File: config.mk
export PLATFORM = sky130hd
export DESIGN_NAME = gold_miner_core
export DESIGN_NICKNAME = d
export VERILOG_FILES = /design/src/hdl/gold_miner_pkg.sv /design/src/hdl/catch_detector.sv /design/src/hdl/round_timer.sv /design/src/hdl/hook_controller.sv /design/src/hdl/gold_miner_core.sv
export VERILOG_INCLUDE_DIRS = /design/src /design/src/hdl
export SDC_FILE = /design/constraint.sdc
export NUM_CORES = 1
export LEC_CHECK = 0
export CAP_MARGIN = 20
export CORE_MARGIN = 8
export CORE_UTILIZATION = 45
export DETAILED_ROUTE_END_ITERATION = 10
export DONT_BUFFER_PORTS = 1
export GPL_ROUTABILITY_DRIVEN = 1
export PLACE_DENSITY_LB_ADDON = 0.15
export REMOVE_ABC_BUFFERS = 1
export SKIP_LAST_GASP = 1
export SYNTH_ARGS = -nofsm -noshare
export SYNTH_HDL_FRONTEND = slang
export SYNTH_SLANG_ARGS = --single-unit
export TNS_END_PERCENT = 1
File: constraint.sdc
create_clock -name pixclk_60 -period 4.6 [get_ports pixclk_60]
set_input_delay 0.46 -clock pixclk_60 [delete_from_list [all_inputs] [get_ports pixclk_60]]
set_output_delay 0.46 -clock pixclk_60 [all_outputs]
set_load 0.05 [all_outputs]
File: src/hdl/gold_miner_settings.svh
`ifndef GOLD_MINER_SETTINGS_SVH
`define GOLD_MINER_SETTINGS_SVH

////////////////////////////////////////
// Coordinates and field limits
////////////////////////////////////////
`define GM_X_W              11
`define GM_Y_W              10
`define GM_HOOK_SIZE        32
`define GM_FIELD_RIGHT      1259
`define GM_FIELD_LEFT       10
`define GM_FIELD_BOTTOM     779

// Home zone above the playfield, top edge of the hook
`define GM_HOME_Y_MAX       242
`define GM_HOME_X_MIN       560
`define GM_HOME_X_MAX       710

////////////////////////////////////////
// Objects and points
////////////////////////////////////////
`define GM_GOLD_SIZE        59
`define GM_DIAMOND_SIZE     39
`define GM_STONE_SIZE       79
`define GM_GOLD_POINTS      6
`define GM_DIAMOND_POINTS   10
`define GM_STONE_POINTS     0
`define GM_NUM_OBJECTS      10
`define GM_SCORE_W          8

// Round timing on the 60 Hz tick
`define GM_TICKS_PER_SECOND 60
`define GM_ROUND_SECONDS    90

////////////////////////////////////////
// Layout, top-left corners
////////////////////////////////////////
// Gold
`define GM_OBJ0_X 100
`define GM_OBJ0_Y 320
`define GM_OBJ1_X 400
`define GM_OBJ1_Y 450
`define GM_OBJ2_X 800
`define GM_OBJ2_Y 350
`define GM_OBJ3_X 1050
`define GM_OBJ3_Y 500
`define GM_OBJ4_X 250
`define GM_OBJ4_Y 620
// Diamonds
`define GM_OBJ5_X 600
`define GM_OBJ5_Y 400
`define GM_OBJ6_X 900
`define GM_OBJ6_Y 600
// Stones
`define GM_OBJ7_X 150
`define GM_OBJ7_Y 450
`define GM_OBJ8_X 700
`define GM_OBJ8_Y 550
`define GM_OBJ9_X 1100
`define GM_OBJ9_Y 330

`endif

File: src/hdl/gold_miner_pkg.sv
`include "gold_miner_settings.svh"

package gold_miner_pkg;

    ////////////////////////////////////////
    // Positions
    ////////////////////////////////////////
    typedef logic [`GM_X_W-1:0] x_coord_t;
    typedef logic [`GM_Y_W-1:0] y_coord_t;

    // Top-left corner of the hook box
    typedef struct packed {
        x_coord_t x;
        y_coord_t y;
    } hook_pos_t;

    ////////////////////////////////////////
    // Game enums
    ////////////////////////////////////////
    typedef enum logic [1:0] {
        gold,
        diamond,
        stone
    } object_kind_t;

    typedef enum logic [1:0] {
        waving,
        stretching,
        hitting,
        missing
    } hook_state_t;

    // Detector output, valid every cycle
    typedef struct packed {
        logic         caught;
        logic [3:0]   index;
        object_kind_t kind;
        logic         out_of_field;
        logic         at_home;
        logic         spare;
    } catch_result_t;

endpackage

File: src/hdl/catch_detector.sv
`timescale 1ns/1ns
`include "gold_miner_settings.svh"

module catch_detector
(
    input  logic                          pixclk_60,
    input  logic                          rst,
    input  gold_miner_pkg::hook_pos_t     hook_pos,
    input  logic [`GM_NUM_OBJECTS-1:0]    collected,
    output gold_miner_pkg::catch_result_t result
);

    // Built-in layout
    localparam int obj_x [`GM_NUM_OBJECTS] = '{
        `GM_OBJ0_X, `GM_OBJ1_X, `GM_OBJ2_X, `GM_OBJ3_X, `GM_OBJ4_X,
        `GM_OBJ5_X, `GM_OBJ6_X, `GM_OBJ7_X, `GM_OBJ8_X, `GM_OBJ9_X
    };
    localparam int obj_y [`GM_NUM_OBJECTS] = '{
        `GM_OBJ0_Y, `GM_OBJ1_Y, `GM_OBJ2_Y, `GM_OBJ3_Y, `GM_OBJ4_Y,
        `GM_OBJ5_Y, `GM_OBJ6_Y, `GM_OBJ7_Y, `GM_OBJ8_Y, `GM_OBJ9_Y
    };
    localparam gold_miner_pkg::object_kind_t obj_kind [`GM_NUM_OBJECTS] = '{
        gold_miner_pkg::gold, gold_miner_pkg::gold, gold_miner_pkg::gold,
        gold_miner_pkg::gold, gold_miner_pkg::gold,
        gold_miner_pkg::diamond, gold_miner_pkg::diamond,
        gold_miner_pkg::stone, gold_miner_pkg::stone, gold_miner_pkg::stone
    };

    function automatic int obj_size(input gold_miner_pkg::object_kind_t kind);
        case (kind)
            gold_miner_pkg::gold:    return `GM_GOLD_SIZE;
            gold_miner_pkg::diamond: return `GM_DIAMOND_SIZE;
            default:                 return `GM_STONE_SIZE;
        endcase
    endfunction

    // One spare bit so the hook edges never wrap
    logic [`GM_X_W:0] hook_left;
    logic [`GM_X_W:0] hook_right;
    logic [`GM_Y_W:0] hook_top;
    logic [`GM_Y_W:0] hook_bottom;
    logic [`GM_NUM_OBJECTS-1:0] hit;
    gold_miner_pkg::catch_result_t result_next;

    assign hook_left   = {1'b0, hook_pos.x};
    assign hook_right  = hook_left + `GM_HOOK_SIZE;
    assign hook_top    = {1'b0, hook_pos.y};
    assign hook_bottom = hook_top + `GM_HOOK_SIZE;

    ////////////////////////////////////////
    // Overlap tests, all objects in parallel
    ////////////////////////////////////////
    always_comb
    begin
        for (int i = 0; i < `GM_NUM_OBJECTS; i++)
        begin
            hit[i] = !collected[i]
                && (int'(hook_left) < obj_x[i] + obj_size(obj_kind[i]))
                && (int'(hook_right) > obj_x[i])
                && (int'(hook_top) < obj_y[i] + obj_size(obj_kind[i]))
                && (int'(hook_bottom) > obj_y[i]);
        end
    end

    always_comb
    begin
        result_next = '0;
        // Walk downwards so the lowest index is the last to land
        for (int i = `GM_NUM_OBJECTS - 1; i >= 0; i--)
        begin
            if (hit[i])
            begin
                result_next.caught = 1'b1;
                result_next.index  = 4'(i);
                result_next.kind   = obj_kind[i];
            end
        end
        result_next.out_of_field = (hook_right >= `GM_FIELD_RIGHT)
            || (hook_left <= `GM_FIELD_LEFT)
            || (hook_bottom >= `GM_FIELD_BOTTOM);
        result_next.at_home = (hook_top <= `GM_HOME_Y_MAX)
            && (hook_left >= `GM_HOME_X_MIN)
            && (hook_left <= `GM_HOME_X_MAX);
    end

    always_ff @(posedge pixclk_60)
    begin
        if (rst)
            result <= '0;
        else
            result <= result_next;
    end

endmodule

File: src/hdl/round_timer.sv
`timescale 1ns/1ns
`include "gold_miner_settings.svh"

module round_timer
(
    input  logic       pixclk_60,
    input  logic       rst,
    output logic [6:0] time_left,
    output logic       game_over
);

    localparam int tick_w = $clog2(`GM_TICKS_PER_SECOND);

    logic [tick_w-1:0] tick_count;
    logic              second_done;

    // Last tick of the current second
    assign second_done = (tick_count == tick_w'(`GM_TICKS_PER_SECOND - 1));

    always_ff @(posedge pixclk_60)
    begin
        if (rst)
        begin
            tick_count <= '0;
            time_left  <= 7'(`GM_ROUND_SECONDS);
        end
        else
        begin
            if (second_done)
                tick_count <= '0;
            else
                tick_count <= tick_count + 1'b1;
            // Countdown holds at zero
            if (second_done && time_left != '0)
                time_left <= time_left - 1'b1;
        end
    end

    assign game_over = (time_left == '0);

endmodule

File: src/hdl/hook_controller.sv
`timescale 1ns/1ns
`include "gold_miner_settings.svh"

module hook_controller
(
    input  logic                          pixclk_60,
    input  logic                          rst,
    input  logic                          button,
    input  gold_miner_pkg::catch_result_t result,
    input  logic                          game_over,
    output gold_miner_pkg::hook_state_t   state,
    output logic [`GM_SCORE_W-1:0]        score,
    output logic [`GM_NUM_OBJECTS-1:0]    collected
);

    gold_miner_pkg::hook_state_t state_next;
    logic                        take_catch;
    logic [`GM_SCORE_W-1:0]      points;

    ////////////////////////////////////////
    // Points per caught kind
    ////////////////////////////////////////
    always_comb
    begin
        case (result.kind)
            gold_miner_pkg::gold:    points = `GM_SCORE_W'(`GM_GOLD_POINTS);
            gold_miner_pkg::diamond: points = `GM_SCORE_W'(`GM_DIAMOND_POINTS);
            default:                 points = `GM_SCORE_W'(`GM_STONE_POINTS);
        endcase
    end

    // A catch only counts while the hook is still going out
    assign take_catch = !game_over
        && (state == gold_miner_pkg::stretching)
        && !result.out_of_field
        && result.caught;

    ////////////////////////////////////////
    // Next state
    ////////////////////////////////////////
    always_comb
    begin
        state_next = state;
        case (state)
            gold_miner_pkg::waving:
                if (button)
                    state_next = gold_miner_pkg::stretching;
            gold_miner_pkg::stretching:
                if (result.out_of_field)
                    state_next = gold_miner_pkg::missing;
                else if (result.caught)
                    state_next = gold_miner_pkg::hitting;
            gold_miner_pkg::hitting,
            gold_miner_pkg::missing:
                if (result.at_home)
                    state_next = gold_miner_pkg::waving;
            default:
                state_next = gold_miner_pkg::waving;
        endcase
        // Round over, hook parked for good
        if (game_over)
            state_next = gold_miner_pkg::waving;
    end

    always_ff @(posedge pixclk_60)
    begin
        if (rst)
            state <= gold_miner_pkg::waving;
        else
            state <= state_next;
    end

    ////////////////////////////////////////
    // Score and collected mask
    ////////////////////////////////////////
    always_ff @(posedge pixclk_60)
    begin
        if (rst)
        begin
            score     <= '0;
            collected <= '0;
        end
        else if (take_catch)
        begin
            score                   <= score + points;
            collected[result.index] <= 1'b1;
        end
    end

endmodule

File: src/hdl/gold_miner_core.sv
`timescale 1ns/1ns
`include "gold_miner_settings.svh"

module gold_miner_core
(
    input  logic                        pixclk_60,
    input  logic                        rst,
    input  logic                        button,
    input  gold_miner_pkg::hook_pos_t   hook_pos,
    output gold_miner_pkg::hook_state_t state,
    output logic [`GM_SCORE_W-1:0]      score,
    output logic [6:0]                  time_left,
    output logic                        game_over
);

    gold_miner_pkg::catch_result_t   result;
    logic [`GM_NUM_OBJECTS-1:0]      collected;

    // Overlap and field tests, one cycle behind hook_pos
    catch_detector u_catch_detector (
        .pixclk_60 (pixclk_60),
        .rst       (rst),
        .hook_pos  (hook_pos),
        .collected (collected),
        .result    (result)
    );

    round_timer u_round_timer (
        .pixclk_60 (pixclk_60),
        .rst       (rst),
        .time_left (time_left),
        .game_over (game_over)
    );

    // Collected mask loops back into the detector
    hook_controller u_hook_controller (
        .pixclk_60 (pixclk_60),
        .rst       (rst),
        .button    (button),
        .result    (result),
        .game_over (game_over),
        .state     (state),
        .score     (score),
        .collected (collected)
    );

endmodule

==> results of run 1 <==
## worst max-delay path, stage by stage, from the launching register on
cell and delay [ns]:
dfxtp_1 0.66, inv_1 0.15, ha_1 0.24, nand2b_1 0.13
nor3_2 0.17, or3b_2 0.66, nor3b_1 0.49, a31oi_1 0.14
nor2_1 0.10
## area by class of cell
cell class                      count  area, sq um
Clock buffer                        7        86.33
Clock inverter                      1        30.03
Fill cell                         793         4320
Inverter                           22        82.58
Multi-Input combinational cell    425         2745
Sequential cell                    41        820.8
Tap cell                          105        131.4
## stage by stage
stage / cell area (sq um) / hold WS [ns] / util (%) / cells / power, mW
global placement: 3780 / 0.4338 / 46.00 / 593 / 0.5751
detailed placement: 3780 / 0.4460 / 46.00 / 593 / 0.5736
global route: 3896 / 0.2157 / 47.42 / 601 / 0.9057
finish: 3896 / 0.2347 / 47.42 / 601 / 0.8632
CTS: 3896 / 0.2233 / 47.42 / 601 / 0.8672
floorplan: 3643 / 0.4176 / - / 488 / 0.5323
## registers in the layout (all words and copies together) (netlist names)
| register | cells |
|---|---|
| u_catch_detector.result | 9 |
| u_hook_controller.score | 7 |
| u_hook_controller.collected | 10 |
| u_round_timer.tick_count | 6 |
| u_hook_controller.state | 2 |
| u_round_timer.time_left | 7 |
## layer usage
layer  part of all wire, %  global-route usage, %
met5                     0                      0
met4                   4.3                  9.514
met3                   8.5                  3.153
met2                    46                  30.78
met1                    41                  25.43
## power groups by stage
stage,Clock (mW),Combinational [mW],Sequential [mW]
after global placement,0,0.183,0.392
after floorplan,0,0.143,0.389
after detailed placement,0,0.182,0.392
final,0.292,0.187,0.384
after global routing,0.316,0.205,0.385
after CTS,0.301,0.183,0.384
## how the worst max path moves through the flow
stage | startpoint | endpoint | slack [ns] | cells after the start
4_1_cts | u_round_timer.time_left[2] | u_hook_controller.score[7] | 1.78 | 7
3_5_place_dp | hook_pos[5] | u_catch_detector.result[4] | 1.62 | 9
5_1_grt | u_round_timer.time_left[0] | u_hook_controller.collected[5] | 1.56 | 8
6_report | u_round_timer.time_left[0] | u_hook_controller.collected[7] | 1.78 | 8
2_1_floorplan | u_round_timer.time_left[2] | u_hook_controller.score[6] | 1.56 | 7
3_3_place_gp | hook_pos[5] | u_catch_detector.result[4] | 1.69 | 9
## placed cells by master, fill, tap and decap left out, types with 9 or more instances in the layout
cell type	n
nand2b_1	13
inv_1	21
a31oi_1	9
dfxtp_1	41
ha_1	17
nand4_1	16
o21ai_0	22
nand3_1	18
nor4_1	13
nor2b_1	13
a21oi_1	28
nor3_1	23
xnor2_1	12
nand2_1	32
nor2_1	70
## logic make-up after synthesis
kind of cell | Yosys count | synth area share (%)
simple gates | 250 | 35.15
compound gates | 134 | 25.03
buf+inv | 60 | 6.872
flops | 41 | 21.47
xor+xnor | 20 | 4.778
fa+ha+maj | 18 | 6.086
mux | 2 | 0.5236
other cells | 1 | 0.09807
==> run_results.csv, run 1 <==
group,metric,value,unit
clock_tree,numCtsBuffers,5,
sta,final.period_utilization,61.38,%
run_status,status,"complete, no violations",
power_and_ir_drop,p_int,0.6186,mW
power_and_ir_drop,p_leak,1.357,nW
floorplan,boundaryPins,42,
clock_tree,cts_root_buffer,"clkbuf_8",
sta,fin_crit,2.824,ns
floorplan,die_w,108.2,um
route,first_pass_iters,5,
critical_path,crit_path_start_kind,"register",
synthesis,yosysMostFrequentCell,"nor2_1",
finish,fin_nets,537,
clock_tree,numClockSinks,41,
sta,finalSetupTns,0,ns
global_route,antenna_found_initial,0,
critical_path,r2r-end,"u_hook_controller.collected[7]",
critical_path,end_kind,"register",
synthesis,async_flop_share,0,%
sta,worst_slew_pin_slew,1.058,ns
clock_tree,cts.repair.resized,0,
placement,pre_cts_ws,1.622,ns
finish,area_delta_synth_final,1.898,%
synthesis,synth_area,3824,sq um
synthesis,synth-edff-count,0,
sta,setup_ws,1.776,ns
critical_path,arrival,3.05,ns
power_and_ir_drop,ir_drop,0.1110,mV
synthesis,synth_area_per_cell,7.269,sq um
sta,final_max_slew_viol_count,0,
route,drt_iter0_markers,484,
route,ant_nets,0,
clock_tree,clockBufferDepth,2,
sta,finalClockSkew,0.007662,ns
sta,rsz0062_at_grt,"no",
route,drc,0,
synthesis,synthFlopType,"dfxtp_1",
clock_tree,path_clk_slew,0.07,ns
placement,gp_congestion,0.9926,
synthesis,yosysTopAreaCell,"dfxtp_1",
sta,finalSetupViolCount,0,
power_and_ir_drop,p_seq_share,44.4,%
floorplan,die-area,11700,sq um
power_and_ir_drop,switching_share,28.33,%
global_route,grt_overflow,0,
power_and_ir_drop,powerDensity,221.6,nW/um^2
floorplan,initial_core_util,46.54,%
floorplan,row_count,33,
sta,hold_violations,0,
min_path,hold_end,"u_hook_controller.score[3]",
flow_run,drv_cap,0,
clock_tree,htree_levels,2,
global_route,grt_pass1_vias,3576,
synthesis,syn-instance-count,526,
global_route,grt_max_degree,32,
clock_tree,clkLatencyLatePin,0.29,ns
finish,drive_gt1_share,6.250,%
min_path,hp-class,"in2reg",
route,viasPerCell,6.572,
power_and_ir_drop,p_switching,0.2446,mW
critical_path,worstRegToRegCells,8,
finish,antenna_cells,0,
sta,timing.fmax,354.2,MHz
critical_path,worstSetupPathType,"reg2reg",
global_route,grt_pass1_wl,18620,um
synthesis,yosysWarningCount,0,
placement,dp_hpwl,8730,um
critical_path,required,4.83,ns
min_path,min_from,"rst",
synthesis,synth.ff_latch_count,41,
synthesis,ys_seq_area_share,21.47,%
synthesis,ys_top_cells_by_count,"70 x nor2_1, 41 x dfxtp_1, 32 x nand2_1, 28 x a21oi_1, 24 x nor3_1",
clock_tree,postCtsSetupRepairBufs,0,
critical_path,rr_startpoint,"u_round_timer.time_left[0]",
route,wl_per_cell,19.23,um
power_and_ir_drop,p_comb_share,21.7,%
placement,port_buffers,0,
global_route,track_usage,19.57,%
route,route.vias.total,3950,
critical_path,critPathMaxFanout,10,
power_and_ir_drop,clkPwrFrac,33.9,%
synthesis,yosysUniqueCellTypes,79,
floorplan,core,8217,sq um
synthesis,yosys.area.top_type_share,21.47,%
synthesis,synthTopCellsByArea,"dfxtp_1 21%, nor2_1 6.9%, ha_1 5.6%, a21oi_1 3.7%, nor3_1 3.1%",
critical_path,worst-r2r-setup-slack,1.78,ns
clock_tree,ctsHoldBuffers,0,
min_path,hold_depth,1,
floorplan,die_y,108.2,um
sta,slew_headroom,29.09,%
route,wirelength,11560,um
clock_tree,cts_tree,"done",
Power figures use the tool's default switching activity.
==> inputs of run 2 (changes only) <==
==> constraint.sdc (replaced) <==
create_clock -name pixclk_60 -period 2.5 [get_ports pixclk_60]
set_input_delay 0.25 -clock pixclk_60 [delete_from_list [all_inputs] [get_ports pixclk_60]]
set_output_delay 0.25 -clock pixclk_60 [all_outputs]
set_load 0.05 [all_outputs]
==> run_results.csv, run 2 (synthesis results as in run 1) <==
group,metric,value,unit
run_status,status,"complete, no violations",
route,drt_iter0_markers,449,
clock_tree,cts_tree,"done",
sta,timing.fmax,434.5,MHz
clock_tree,clkLatencyLatePin,0.28,ns
finish,antenna_cells,0,
floorplan,boundaryPins,42,
route,ant_nets,0,
route,route.vias.total,4071,
sta,finalSetupTns,0,ns
power_and_ir_drop,p_leak,1.539,nW
min_path,hp-class,"in2reg",
critical_path,worstSetupPathType,"in2reg",
clock_tree,numClockSinks,41,
floorplan,initial_core_util,46.54,%
power_and_ir_drop,p_comb_share,26.8,%
sta,fin_crit,2.301,ns
global_route,grt_pass1_wl,19240,um
critical_path,arrival,2.48,ns
floorplan,die-area,11700,sq um
finish,nFillCells,834,
clock_tree,postCtsSetupRepairBufs,0,
finish,fin_area,4159,sq um
route,drc,0,
sta,rsz0062_at_grt,"no",
critical_path,required,2.68,ns
clock_tree,numCtsBuffers,5,
critical_path,end_kind,"register",
route,viasPerCell,6.371,
sta,finalClockSkew,0.006170,ns
power_and_ir_drop,ir_drop,0.2066,mV
clock_tree,clockBufferDepth,2,
critical_path,crit_path_start_kind,"input pin",
route,first_pass_iters,5,
floorplan,die_w,108.2,um
sta,holdWs,0.02957,ns
sta,final.period_utilization,92.05,%
sta,slew_headroom,54.20,%
clock_tree,cts.repair.resized,0,
power_and_ir_drop,p_seq_share,45.6,%
finish,final_cell_mix,"70 x nor2_1, 41 x dfxtp_1, 39 x buf_4",
route,wirelength,12080,um
power_and_ir_drop,p_int,1.062,mW
placement,dp_hpwl,9360,um
route,wl_per_cell,18.90,um
critical_path,critPathMaxFanout,15,
finish,fin_nets,576,
floorplan,core,8217,sq um
finish,largest_register_ffs,10,
sta,hold_violations,0,
global_route,grt_overflow,0,
floorplan,die_y,108.2,um
finish,drive_gt1_share,12.92,%
flow_run,drv_cap,0,
clock_tree,path_clk_slew,0.07,ns
finish,fin_cells,639,
sta,worst_slew_pin_slew,0.6847,ns
placement,place_area,4073,sq um
global_route,track_usage,20.42,%
power_and_ir_drop,powerDensity,360.8,nW/um^2
power_and_ir_drop,p_switching,0.4391,mW
placement,port_buffers,0,
finish,reg_top3,"u_hook_controller.collected x10, u_catch_detector.result x9",
finish,area_delta_synth_final,8.770,%
global_route,grt_max_degree,32,
power_and_ir_drop,switching_share,29.26,%
finish,final_common_cell,"nor2_1",
sta,final_max_slew_viol_count,0,
floorplan,row_count,33,
sta,finalSetupViolCount,0,
clock_tree,cts_root_buffer,"clkbuf_8",
finish,largest_register,"u_hook_controller.collected",
placement,gp_congestion,0.9321,
global_route,grt_pass1_vias,3746,
global_route,antenna_found_initial,0,
clock_tree,htree_levels,2,
clock_tree,ctsHoldBuffers,0,
placement,dp.cells,632,
power_and_ir_drop,clkPwrFrac,27.5,%
==> run 2: cell types whose count changed in the layout (fill, tap and decap cells not counted) <==
cell,change
bufinv_16,-1
buf_4,+39
==> run 2: power groups by stage <==
| stage | logic, mW | clock network [mW] | registers (mW) |
|---|---|---|---|
| finish | 0.403 | 0.413 | 0.685 |
| CTS | 0.397 | 0.429 | 0.685 |
| global placement | 0.397 | 0 | 0.699 |
| global route | 0.439 | 0.468 | 0.687 |
| floorplan | 0.263 | 0 | 0.716 |
| detailed placement | 0.395 | 0 | 0.700 |
==> run 2: stage by stage <==
stage               setup slack (ns)  total power [mW]  util [%]
finish                        0.1988             1.501     50.62
CTS                           0.2653             1.510     50.62
floorplan                    -0.5402            0.9794         -
global placement             0.03225             1.096     49.57
detailed placement          -0.02106             1.095     49.57
global route                 0.06557             1.594     50.62
==> run 2: worst max-delay path, cell delays in order <==
cell,delay (ns)
ha_1,0.32
nand3_2,0.17
xnor2_1,0.23
nand4_1,0.13
or2_1,0.28
a31oi_1,0.23
or4b_4,0.53
a2111oi_4,0.34
==> run 2: final timing paths <==
kind / to / depth (start not counted) / slack, ns / from
worst max-delay path: u_catch_detector.result[4] / 8 / 0.20 / hook_pos[5]
worst min-delay path: u_hook_controller.score[4] / 1 / 0.03 / rst
worst max register to register: u_hook_controller.collected[7] / 8 / 0.30 / u_round_timer.time_left[0]
worst min register to register: u_round_timer.tick_count[0] / 1 / 0.45 / u_round_timer.tick_count[0]
==> run 2: routing by layer <==
| metal | vias up | routed length, um | global-route usage (%) |
|---|---|---|---|
| li1 | 1941 | - | - |
| met4 | 0 | 395 | 8.028 |
| met3 | 31 | 959 | 3.986 |
| met5 | - | 0 | 0 |
| met2 | 192 | 5644 | 33.09 |
| met1 | 1907 | 5080 | 26.04 |
==> run 2: final cells by class <==
cell class | count | area, sq um | share of cell area (%)
clock buffer | 7 | 86.33 | 2.076
inverter | 22 | 82.58 | 1.986
multi-input combinational | 425 | 2745 | 66.00
sequential | 41 | 820.8 | 19.74
tap | 105 | 131.4 | 3.159
timing repair buffer | 39 | 292.8 | 7.040
